===== config.mk =====
export PLATFORM = sky130hd
export DESIGN_NAME = core_controller
export DESIGN_NICKNAME = d
export VERILOG_FILES = /design/src/ctrl_pkg.sv /design/src/fwd_match_if.sv /design/src/core_controller.sv /design/src/ctrl_fsm.sv /design/src/hazard_unit.sv /design/src/operand_fwd_unit.sv
export SDC_FILE = /design/constraint.sdc
export NUM_CORES = 1
export LEC_CHECK = 0
export BUFFER_PORTS_ARGS = -buffer_cell sky130_fd_sc_hd__buf_2
export CAP_MARGIN = 20
export CORE_AREA = 8 8 58 60
export DETAILED_ROUTE_END_ITERATION = 16
export DIE_AREA = 0 0 66 68
export PLACE_DENSITY = 0.73
export SYNTH_ARGS = -nofsm -noshare
export SYNTH_HDL_FRONTEND = slang
export SYNTH_SLANG_ARGS = --single-unit
export TNS_END_PERCENT = 30

===== constraint.sdc =====
create_clock -name clk -period 1.73 [get_ports clk]
set_clock_uncertainty 0.15 [all_clocks]
set_input_delay 0.346 -clock clk [delete_from_list [all_inputs] [get_ports clk]]
set_output_delay 0.346 -clock clk [all_outputs]
set_load 0.03 [all_outputs]

===== src/ctrl_pkg.sv =====
////////////////////
// controller state, pc select, forwarding select and cause encodings
////////////////////

package ctrl_pkg;

  // controller fsm states
  typedef enum logic [2:0] {
    RESET,
    BOOT_SET,
    FIRST_FETCH,
    DECODE,
    FLUSH_EX,
    FLUSH_WB,
    XRET_JUMP
  } ctrl_state_e;

  // fetch pc source, encoding matches the prefetcher mux
  typedef enum logic [2:0] {
    PC_BOOT      = 3'b000,
    PC_FENCEI    = 3'b001,
    PC_JUMP      = 3'b010,
    PC_BRANCH    = 3'b011,
    PC_EXCEPTION = 3'b100,
    PC_MRET      = 3'b101
  } pc_sel_e;

  // operand source for the id stage muxes
  typedef enum logic [1:0] {
    SEL_REGFILE = 2'b00,
    SEL_FW_EX   = 2'b01,
    SEL_FW_WB   = 2'b10
  } fwd_sel_e;

  // jump class from the decoder
  typedef enum logic [1:0] {
    BRANCH_NONE = 2'b00,
    BRANCH_JAL  = 2'b01,
    BRANCH_JALR = 2'b10,
    BRANCH_COND = 2'b11
  } jump_kind_e;

  typedef enum logic [1:0] {
    PRIV_LVL_U = 2'b00,
    PRIV_LVL_M = 2'b11
  } priv_lvl_e;

  typedef logic [5:0] exc_cause_t;
  typedef logic [5:0] reg_addr_t;
  // one flag per source operand
  typedef logic [2:0] op_match_t;

  // bit positions inside op_match_t
  localparam int unsigned OP_A = 0;
  localparam int unsigned OP_B = 1;
  localparam int unsigned OP_C = 2;

  // synchronous exception causes
  localparam exc_cause_t EXC_CAUSE_ILLEGAL_INSN = 6'd2;
  localparam exc_cause_t EXC_CAUSE_BREAKPOINT   = 6'd3;
  localparam exc_cause_t EXC_CAUSE_ECALL_UMODE  = 6'd8;
  localparam exc_cause_t EXC_CAUSE_ECALL_MMODE  = 6'd11;

endpackage


===== src/fwd_match_if.sv =====
////////////////////
// register match and write enable bundle for hazard and forwarding
////////////////////

interface fwd_match_if import ctrl_pkg::*; ();

  // write enables of the producing stages
  logic      we_ex;
  logic      we_wb;
  logic      alu_we_fw;
  // wb stage can accept a result
  logic      wb_ready;

  // decoded source operands matching a pending destination
  op_match_t ex_is;
  op_match_t wb_is;
  op_match_t alu_is;

  // filled from the top level ports
  modport src (
    output we_ex, we_wb, alu_we_fw, wb_ready,
    output ex_is, wb_is, alu_is
  );

  // read by hazard and forwarding units
  modport sink (
    input we_ex, we_wb, alu_we_fw, wb_ready,
    input ex_is, wb_is, alu_is
  );

endinterface


===== src/core_controller.sv =====
////////////////////
// controller top: fsm, hazard unit and operand forwarding
////////////////////

module core_controller import ctrl_pkg::*; (
  input  logic       clk,
  input  logic       rst_n,
  input  logic       fetch_enable_i,
  input  logic       instr_valid_i,
  input  logic       illegal_insn_i,
  input  logic       ecall_insn_i,
  input  logic       ebrk_insn_i,
  input  logic       mret_insn_i,
  input  logic       fencei_insn_i,
  input  logic       csr_status_i,
  input  logic       branch_taken_ex_i,
  input  logic       id_ready_i,
  input  logic       ex_valid_i,
  input  jump_kind_e jump_in_dec_i,
  input  priv_lvl_e  priv_lvl_i,
  input  logic       data_req_ex_i,
  input  logic       regfile_we_id_i,
  input  reg_addr_t  regfile_waddr_ex_i,
  input  reg_addr_t  regfile_waddr_id_i,
  input  logic       data_misaligned_i,
  input  logic       mult_multicycle_i,
  input  logic       regfile_we_ex_i,
  input  logic       regfile_we_wb_i,
  input  logic       regfile_alu_we_fw_i,
  input  logic       wb_ready_i,
  input  op_match_t  reg_d_ex_is_i,
  input  op_match_t  reg_d_wb_is_i,
  input  op_match_t  reg_d_alu_is_i,
  output logic       instr_req_o,
  output logic       ctrl_busy_o,
  output logic       first_fetch_o,
  output logic       pc_set_o,
  output pc_sel_e    pc_mux_o,
  output logic       halt_if_o,
  output logic       halt_id_o,
  output logic       csr_save_id_o,
  output logic       csr_save_cause_o,
  output exc_cause_t csr_cause_o,
  output logic       csr_restore_mret_o,
  output logic       load_stall_o,
  output logic       deassert_we_o,
  output logic       misaligned_stall_o,
  output logic       jr_stall_o,
  output fwd_sel_e   operand_a_fwd_o,
  output fwd_sel_e   operand_b_fwd_o,
  output fwd_sel_e   operand_c_fwd_o
);

  logic issue;
  logic jr_stall;

  ////////////////////
  // forwarding bundle
  ////////////////////
  fwd_match_if fwd_bus ();

  assign fwd_bus.we_ex     = regfile_we_ex_i;
  assign fwd_bus.we_wb     = regfile_we_wb_i;
  assign fwd_bus.alu_we_fw = regfile_alu_we_fw_i;
  assign fwd_bus.wb_ready  = wb_ready_i;
  assign fwd_bus.ex_is     = reg_d_ex_is_i;
  assign fwd_bus.wb_is     = reg_d_wb_is_i;
  assign fwd_bus.alu_is    = reg_d_alu_is_i;

  ctrl_fsm u_ctrl_fsm (
    .clk                (clk),
    .rst_n              (rst_n),
    .fetch_enable_i     (fetch_enable_i),
    .instr_valid_i      (instr_valid_i),
    .illegal_insn_i     (illegal_insn_i),
    .ecall_insn_i       (ecall_insn_i),
    .ebrk_insn_i        (ebrk_insn_i),
    .mret_insn_i        (mret_insn_i),
    .fencei_insn_i      (fencei_insn_i),
    .csr_status_i       (csr_status_i),
    .branch_taken_ex_i  (branch_taken_ex_i),
    .id_ready_i         (id_ready_i),
    .ex_valid_i         (ex_valid_i),
    .jump_in_dec_i      (jump_in_dec_i),
    .priv_lvl_i         (priv_lvl_i),
    .jr_stall_i         (jr_stall),
    .instr_req_o        (instr_req_o),
    .ctrl_busy_o        (ctrl_busy_o),
    .first_fetch_o      (first_fetch_o),
    .pc_set_o           (pc_set_o),
    .pc_mux_o           (pc_mux_o),
    .halt_if_o          (halt_if_o),
    .halt_id_o          (halt_id_o),
    .csr_save_id_o      (csr_save_id_o),
    .csr_save_cause_o   (csr_save_cause_o),
    .csr_cause_o        (csr_cause_o),
    .csr_restore_mret_o (csr_restore_mret_o),
    .issue_o            (issue)
  );

  hazard_unit u_hazard_unit (
    .fwd                (fwd_bus),
    .data_req_ex_i      (data_req_ex_i),
    .regfile_we_id_i    (regfile_we_id_i),
    .issue_i            (issue),
    .regfile_waddr_ex_i (regfile_waddr_ex_i),
    .regfile_waddr_id_i (regfile_waddr_id_i),
    .jump_in_dec_i      (jump_in_dec_i),
    .load_stall_o       (load_stall_o),
    .jr_stall_o         (jr_stall),
    .deassert_we_o      (deassert_we_o)
  );

  operand_fwd_unit u_operand_fwd_unit (
    .fwd               (fwd_bus),
    .data_misaligned_i (data_misaligned_i),
    .mult_multicycle_i (mult_multicycle_i),
    .operand_a_fwd_o   (operand_a_fwd_o),
    .operand_b_fwd_o   (operand_b_fwd_o),
    .operand_c_fwd_o   (operand_c_fwd_o)
  );

  assign jr_stall_o = jr_stall;

  // misaligned access stalls id for its second half
  assign misaligned_stall_o = data_misaligned_i;

endmodule


===== src/ctrl_fsm.sv =====
////////////////////
// main controller fsm: boot, decode redirects, flush and exceptions
////////////////////

module ctrl_fsm import ctrl_pkg::*; (
  input  logic       clk,
  input  logic       rst_n,
  input  logic       fetch_enable_i,
  input  logic       instr_valid_i,
  input  logic       illegal_insn_i,
  input  logic       ecall_insn_i,
  input  logic       ebrk_insn_i,
  input  logic       mret_insn_i,
  input  logic       fencei_insn_i,
  input  logic       csr_status_i,
  input  logic       branch_taken_ex_i,
  input  logic       id_ready_i,
  input  logic       ex_valid_i,
  input  jump_kind_e jump_in_dec_i,
  input  priv_lvl_e  priv_lvl_i,
  input  logic       jr_stall_i,
  output logic       instr_req_o,
  output logic       ctrl_busy_o,
  output logic       first_fetch_o,
  output logic       pc_set_o,
  output pc_sel_e    pc_mux_o,
  output logic       halt_if_o,
  output logic       halt_id_o,
  output logic       csr_save_id_o,
  output logic       csr_save_cause_o,
  output exc_cause_t csr_cause_o,
  output logic       csr_restore_mret_o,
  output logic       issue_o
);

  ctrl_state_e state_q, state_d;
  logic        jump_done_q, jump_done_d;
  logic        illegal_q, illegal_d;
  logic        jump_in_dec;

  // unconditional jumps resolve in decode, conditional ones in ex
  assign jump_in_dec = (jump_in_dec_i == BRANCH_JAL) || (jump_in_dec_i == BRANCH_JALR);

  ////////////////////
  // next state and outputs
  ////////////////////
  always_comb begin
    state_d            = state_q;
    jump_done_d        = jump_done_q;
    illegal_d          = illegal_q;
    instr_req_o        = 1'b1;
    ctrl_busy_o        = 1'b1;
    first_fetch_o      = 1'b0;
    pc_set_o           = 1'b0;
    pc_mux_o           = PC_BOOT;
    halt_if_o          = 1'b0;
    halt_id_o          = 1'b0;
    csr_save_id_o      = 1'b0;
    csr_save_cause_o   = 1'b0;
    csr_cause_o        = '0;
    csr_restore_mret_o = 1'b0;
    issue_o            = 1'b0;

    unique case (state_q)
      // idle until fetching is enabled
      RESET: begin
        instr_req_o = 1'b0;
        if (fetch_enable_i) begin
          state_d = BOOT_SET;
        end
      end

      // load boot address into the fetch pc
      BOOT_SET: begin
        pc_set_o = 1'b1;
        pc_mux_o = PC_BOOT;
        state_d  = FIRST_FETCH;
      end

      // wait for the first instruction to reach id
      FIRST_FETCH: begin
        first_fetch_o = 1'b1;
        if (id_ready_i) begin
          state_d = DECODE;
        end
      end

      DECODE: begin
        if (branch_taken_ex_i) begin
          // taken branch in ex wins over anything in id
          pc_set_o = 1'b1;
          pc_mux_o = PC_BRANCH;
        end else if (instr_valid_i) begin
          if (illegal_insn_i) begin
            halt_if_o        = 1'b1;
            halt_id_o        = 1'b1;
            csr_save_id_o    = 1'b1;
            csr_save_cause_o = 1'b1;
            csr_cause_o      = EXC_CAUSE_ILLEGAL_INSN;
            illegal_d        = 1'b1;
            state_d          = FLUSH_EX;
          end else begin
            issue_o = 1'b1;
            unique case (1'b1)
              jump_in_dec: begin
                pc_mux_o = PC_JUMP;
                // redirect once, after the target register is available
                if (!jr_stall_i && !jump_done_q) begin
                  pc_set_o    = 1'b1;
                  jump_done_d = 1'b1;
                end
              end
              ebrk_insn_i: begin
                halt_if_o        = 1'b1;
                halt_id_o        = 1'b1;
                csr_save_id_o    = 1'b1;
                csr_save_cause_o = 1'b1;
                csr_cause_o      = EXC_CAUSE_BREAKPOINT;
                state_d          = FLUSH_EX;
              end
              ecall_insn_i: begin
                halt_if_o        = 1'b1;
                halt_id_o        = 1'b1;
                csr_save_id_o    = 1'b1;
                csr_save_cause_o = 1'b1;
                csr_cause_o      = (priv_lvl_i == PRIV_LVL_U) ? EXC_CAUSE_ECALL_UMODE
                                                              : EXC_CAUSE_ECALL_MMODE;
                state_d          = FLUSH_EX;
              end
              fencei_insn_i, mret_insn_i: begin
                halt_if_o = 1'b1;
                halt_id_o = 1'b1;
                state_d   = FLUSH_EX;
              end
              csr_status_i: begin
                // hold fetch until the csr access leaves id
                halt_if_o = 1'b1;
                state_d   = id_ready_i ? FLUSH_EX : DECODE;
              end
              default: ;
            endcase
          end
        end
      end

      // drain ex before touching csr state
      FLUSH_EX: begin
        halt_if_o = 1'b1;
        halt_id_o = 1'b1;
        if (ex_valid_i) begin
          state_d = FLUSH_WB;
        end
      end

      // pick the redirect from the held decoder flags
      FLUSH_WB: begin
        halt_if_o = 1'b1;
        halt_id_o = 1'b1;
        state_d   = DECODE;
        if (illegal_q) begin
          pc_set_o  = 1'b1;
          pc_mux_o  = PC_EXCEPTION;
          illegal_d = 1'b0;
        end else begin
          unique case (1'b1)
            ebrk_insn_i, ecall_insn_i: begin
              pc_set_o = 1'b1;
              pc_mux_o = PC_EXCEPTION;
            end
            mret_insn_i: begin
              csr_restore_mret_o = 1'b1;
              state_d            = XRET_JUMP;
            end
            fencei_insn_i: begin
              // refetch the instruction after fence.i
              pc_set_o = 1'b1;
              pc_mux_o = PC_FENCEI;
            end
            default: ;
          endcase
        end
      end

      // mepc is restored, jump to it
      XRET_JUMP: begin
        pc_set_o = 1'b1;
        pc_mux_o = PC_MRET;
        state_d  = DECODE;
      end

      default: begin
        instr_req_o = 1'b0;
        state_d     = RESET;
      end
    endcase
  end

  always_ff @(posedge clk or negedge rst_n) begin
    if (!rst_n) begin
      state_q     <= RESET;
      jump_done_q <= 1'b0;
      illegal_q   <= 1'b0;
    end else begin
      state_q     <= state_d;
      // cleared once the jump leaves id
      jump_done_q <= jump_done_d & ~id_ready_i;
      illegal_q   <= illegal_d;
    end
  end

endmodule


===== src/hazard_unit.sv =====
////////////////////
// load-use and jump-register stalls, write enable deassertion
////////////////////

module hazard_unit import ctrl_pkg::*; (
  fwd_match_if.sink fwd,
  input  logic       data_req_ex_i,
  input  logic       regfile_we_id_i,
  input  logic       issue_i,
  input  reg_addr_t  regfile_waddr_ex_i,
  input  reg_addr_t  regfile_waddr_id_i,
  input  jump_kind_e jump_in_dec_i,
  output logic       load_stall_o,
  output logic       jr_stall_o,
  output logic       deassert_we_o
);

  logic producer_pending;
  logic waddr_hit;
  logic jr_src_busy;

  // load in ex, or a result stuck in wb
  assign producer_pending = (data_req_ex_i & fwd.we_ex) | (~fwd.wb_ready & fwd.we_wb);

  // issued instruction writes the same register as the pending producer
  assign waddr_hit = issue_i & regfile_we_id_i & (regfile_waddr_ex_i == regfile_waddr_id_i);

  assign load_stall_o = producer_pending & ((|fwd.ex_is) | waddr_hit);

  ////////////////////
  // jump register
  ////////////////////

  // jalr target needs operand a, which is not forwarded to the pc
  assign jr_src_busy = (fwd.we_wb & fwd.wb_is[OP_A]) |
                       (fwd.we_ex & fwd.ex_is[OP_A]) |
                       (fwd.alu_we_fw & fwd.alu_is[OP_A]);

  assign jr_stall_o = (jump_in_dec_i == BRANCH_JALR) & jr_src_busy;

  // no register write for anything not issued or stalled
  assign deassert_we_o = ~issue_i | load_stall_o | jr_stall_o;

endmodule


===== src/operand_fwd_unit.sv =====
////////////////////
// forwarding mux select for operands a, b and c
////////////////////

module operand_fwd_unit import ctrl_pkg::*; (
  fwd_match_if.sink fwd,
  input  logic     data_misaligned_i,
  input  logic     mult_multicycle_i,
  output fwd_sel_e operand_a_fwd_o,
  output fwd_sel_e operand_b_fwd_o,
  output fwd_sel_e operand_c_fwd_o
);

  fwd_sel_e sel [3];

  always_comb begin
    for (int i = 0; i < 3; i++) begin
      sel[i] = SEL_REGFILE;
      // wb result first, younger ex result takes precedence
      if (fwd.we_wb && fwd.wb_is[i]) begin
        sel[i] = SEL_FW_WB;
      end
      if (fwd.alu_we_fw && fwd.alu_is[i]) begin
        sel[i] = SEL_FW_EX;
      end
    end

    // second half of a misaligned access reuses the ex address
    if (data_misaligned_i) begin
      sel[OP_A] = SEL_FW_EX;
      sel[OP_B] = SEL_REGFILE;
    end else if (mult_multicycle_i) begin
      // multiplier keeps its partial result on operand c
      sel[OP_C] = SEL_FW_EX;
    end
  end

  assign operand_a_fwd_o = sel[OP_A];
  assign operand_b_fwd_o = sel[OP_B];
  assign operand_c_fwd_o = sel[OP_C];

endmodule


==> results.cfg <==
[critical_path]
crit_path_end_kind = output pin
cp_slowest_cell = dfrtp_1
start_kind = flop
critical-path-top-delay-family = simple AND/OR/NAND/NOR gates
r2r_cells = 5
path_class = flop to output pin
path_buf_inv = 1
crit_cells = 5
cp_data_arrival_time_ps = 1790
path_max_fanout = 3
cpPeakStageDelay_ps = 380
path_cells = nand3b_1, or3_4, o31a_1, o21ai_4, buf_6
critPathRequiredTime_ps = 1230
r2r-end = u_ctrl_fsm.jump_done_q
rrSetupSlack_ps = -10
r2r-start = u_ctrl_fsm.state_q[2]

[floorplan]
die_w_microns = 66
coreArea_sq_um = 2570
initial_utilization_pct = 29.4
die_y_microns = 68
pin_count = 74
dieArea_sq_um = 4490
fp-row-count = 19

[hold_path]
hp-start = id_ready_i
holdPathEnd = u_ctrl_fsm.jump_done_q
hold_depth = 2
min_path_type = input port to flop

[detailed_routing]
vias = 1161
highest_layer = met4
drt-total-wl_microns = 3390
met3_length_microns = 488
routed_via_density = 4.94
m1WireLength_microns = 1210
first_pass_iters = 4
wl_met2_microns = 1630
wl_per_cell_microns = 14.4
ant_nets = 0
drt_iter0_drc = 16
drc = 0

[cts]
cts_tree = built
htree_levels = 1
clock-sinks = 5
clk_path_buf_depth = 2
numCtsBuffers = 3
path_clk_slew_ps = 50
clock_latency_ps = 250
root_buffer = clkbuf_4

[yosys]
synth.distinct_cells = 38
ys_warn_count = 0
synth-edff-count = 0
async_flop_share_pct = 100
ys_seq_area_share_pct = 16.6
yosys_most_used_dff = dfrtp_1
synth_seq_cells = 5
synth_cells = 111
avgSynthCellArea_sq_um = 6.80
syn_area_sq_um = 754

[global_route]
antenna_found_initial = 0
grt_pass1_vias = 1280
grt_max_degree = 19
track_usage_pct = 14.2
grt-ovfl-total = 0
grt_pass1_wl_microns = 5120

[power]
switching_share_pct = 47.2
power_frac_comb_pct = 80.0
seqPwrFrac_pct = 11.2
p_int_mw = 0.845
p_clk_share_pct = 8.8
power.switching_mw = 0.754
total_leakage_power_nw = 0.790
ir_drop_mv = 0.647
p_per_area_nw_per_um2 = 1050

[placed_design]
io_buffer_count = 69
pre_cts_ws_ps = -582
dp_hpwl_microns = 2790
gp_congestion = 0.830

[status]
status = complete, but fails checks
violations = setup timing

[layout]
layout_commonest_cell = buf_2
drive_above_1_share_pct = 58.8
antennaDiodeCount = 0
area_growth_syn_to_layout_pct = 102
final_cell_mix = 49 x buf_2, 31 x buf_4, 16 x buf_6
fin_nets = 252

[sta]
hold_viol_final = 0
fin_ws_ps = -560
setup_viol = 17
rsz0062_at_grt = yes
period_minus_slack_ps = 2290
max_freq_ghz = 0.437
hold_ws_ps = 141
maxSlewViolCount = 0
fin_crit_sh_pct = 132

[run]
cap_violations = 0
worst register-to-register path: cells and delay by family (launching register included):
family                 cells  cell delay, ps
AOI/OAI and AO/OA          1             130
buffers and inverters      1             160
DFF                        1             380
and+or+nand+nor            3             850
layout make-up:
type | count | area [sq um]
multi-input combinational | 90 | 631
tap | 31 | 38.8
fill | 242 | 1040
inverter | 8 | 35.0
timing repair buffer | 97 | 668
clock buffer | 4 | 26.3
sequential | 5 | 128
registers in the layout, indices dropped and copies added (netlist names):
name / count
u_ctrl_fsm.state_q: 3
u_ctrl_fsm.illegal_q: 1
u_ctrl_fsm.jump_done_q: 1
cells in the mapped netlist, types with 3 or more instances:
cell type,number,area share [%]
clkbuf_1,3,1.5
nor2_1,18,9.0
buf_4,7,7.0
or3_1,3,2.5
nor3_1,5,3.3
inv_1,8,4.0
and3_1,4,3.3
nand2b_1,3,2.5
xnor2_1,6,7.0
o21ai_0,5,3.3
dfrtp_1,5,17
a21oi_1,4,2.7
nor2b_1,4,3.3
nand2_1,7,3.5
power groups by stage:
stage                     Combinational [mW]  Sequential [mW]  Clock [mW]
final                                   1.28            0.180       0.140
after global routing                    1.36            0.189       0.149
after CTS                               1.16            0.178       0.141
after detailed placement                1.02            0.179           0
after global placement                  1.01            0.178           0
after floorplan                        0.658            0.169           0
metrics by stage:
step	instances	setup TNS, ps	instance area, sq um	power, mW	utilization, %
final	235	-4680	1530	1.60	59.5
after global routing	235	-5710	1530	1.70	59.5
after global placement	225	-2830	1290	1.18	50.2
after floorplan	113	-2770	807	0.827	-
after CTS	232	-4050	1440	1.48	56.2
after detailed placement	225	-2960	1290	1.20	50.2
cell families after synthesis:
kind of cell | synth area share, %
and+or+nand+nor | 37.8
AOI/OAI and AO/OA | 20.9
buffers and inverters | 12.4
xor gates and xnor gates | 8.13
DFF | 16.6
other | 0.995
adders and majority gates | 1.66
muxes | 1.49
timing repair:
item                                    CTS  global route
hold buffers                              1             0
pin swaps                                 7             8
hold endpoints to repair                  5             0
endpoints found under the setup margin   17            18
buffers inserted                          2             3
gates resized for setup                  34            19
per-layer routing:
| metal | GRT usage (%) | vias to the layer above |
|---|---|---|
| li1 | - | 571 |
| met1 | 13.4 | 513 |
| met2 | 25.0 | 70 |
| met3 | 8.84 | 7 |
| met4 | 4.80 | 0 |
| met5 | 0 | - |
how the worst max path moves through the flow:
stage                          start       endpoint  slack [ps]
5_1_grt        u_ctrl_fsm.state_q[2]  deassert_we_o        -620
3_3_place_gp         regfile_we_wb_i       pc_set_o        -580
2_1_floorplan        regfile_we_wb_i       pc_set_o        -450
6_report       u_ctrl_fsm.state_q[2]  deassert_we_o        -560
3_5_place_dp         regfile_we_wb_i       pc_set_o        -580
4_1_cts        u_ctrl_fsm.state_q[2]  deassert_we_o        -550
(Power assumes the default switching activity.)
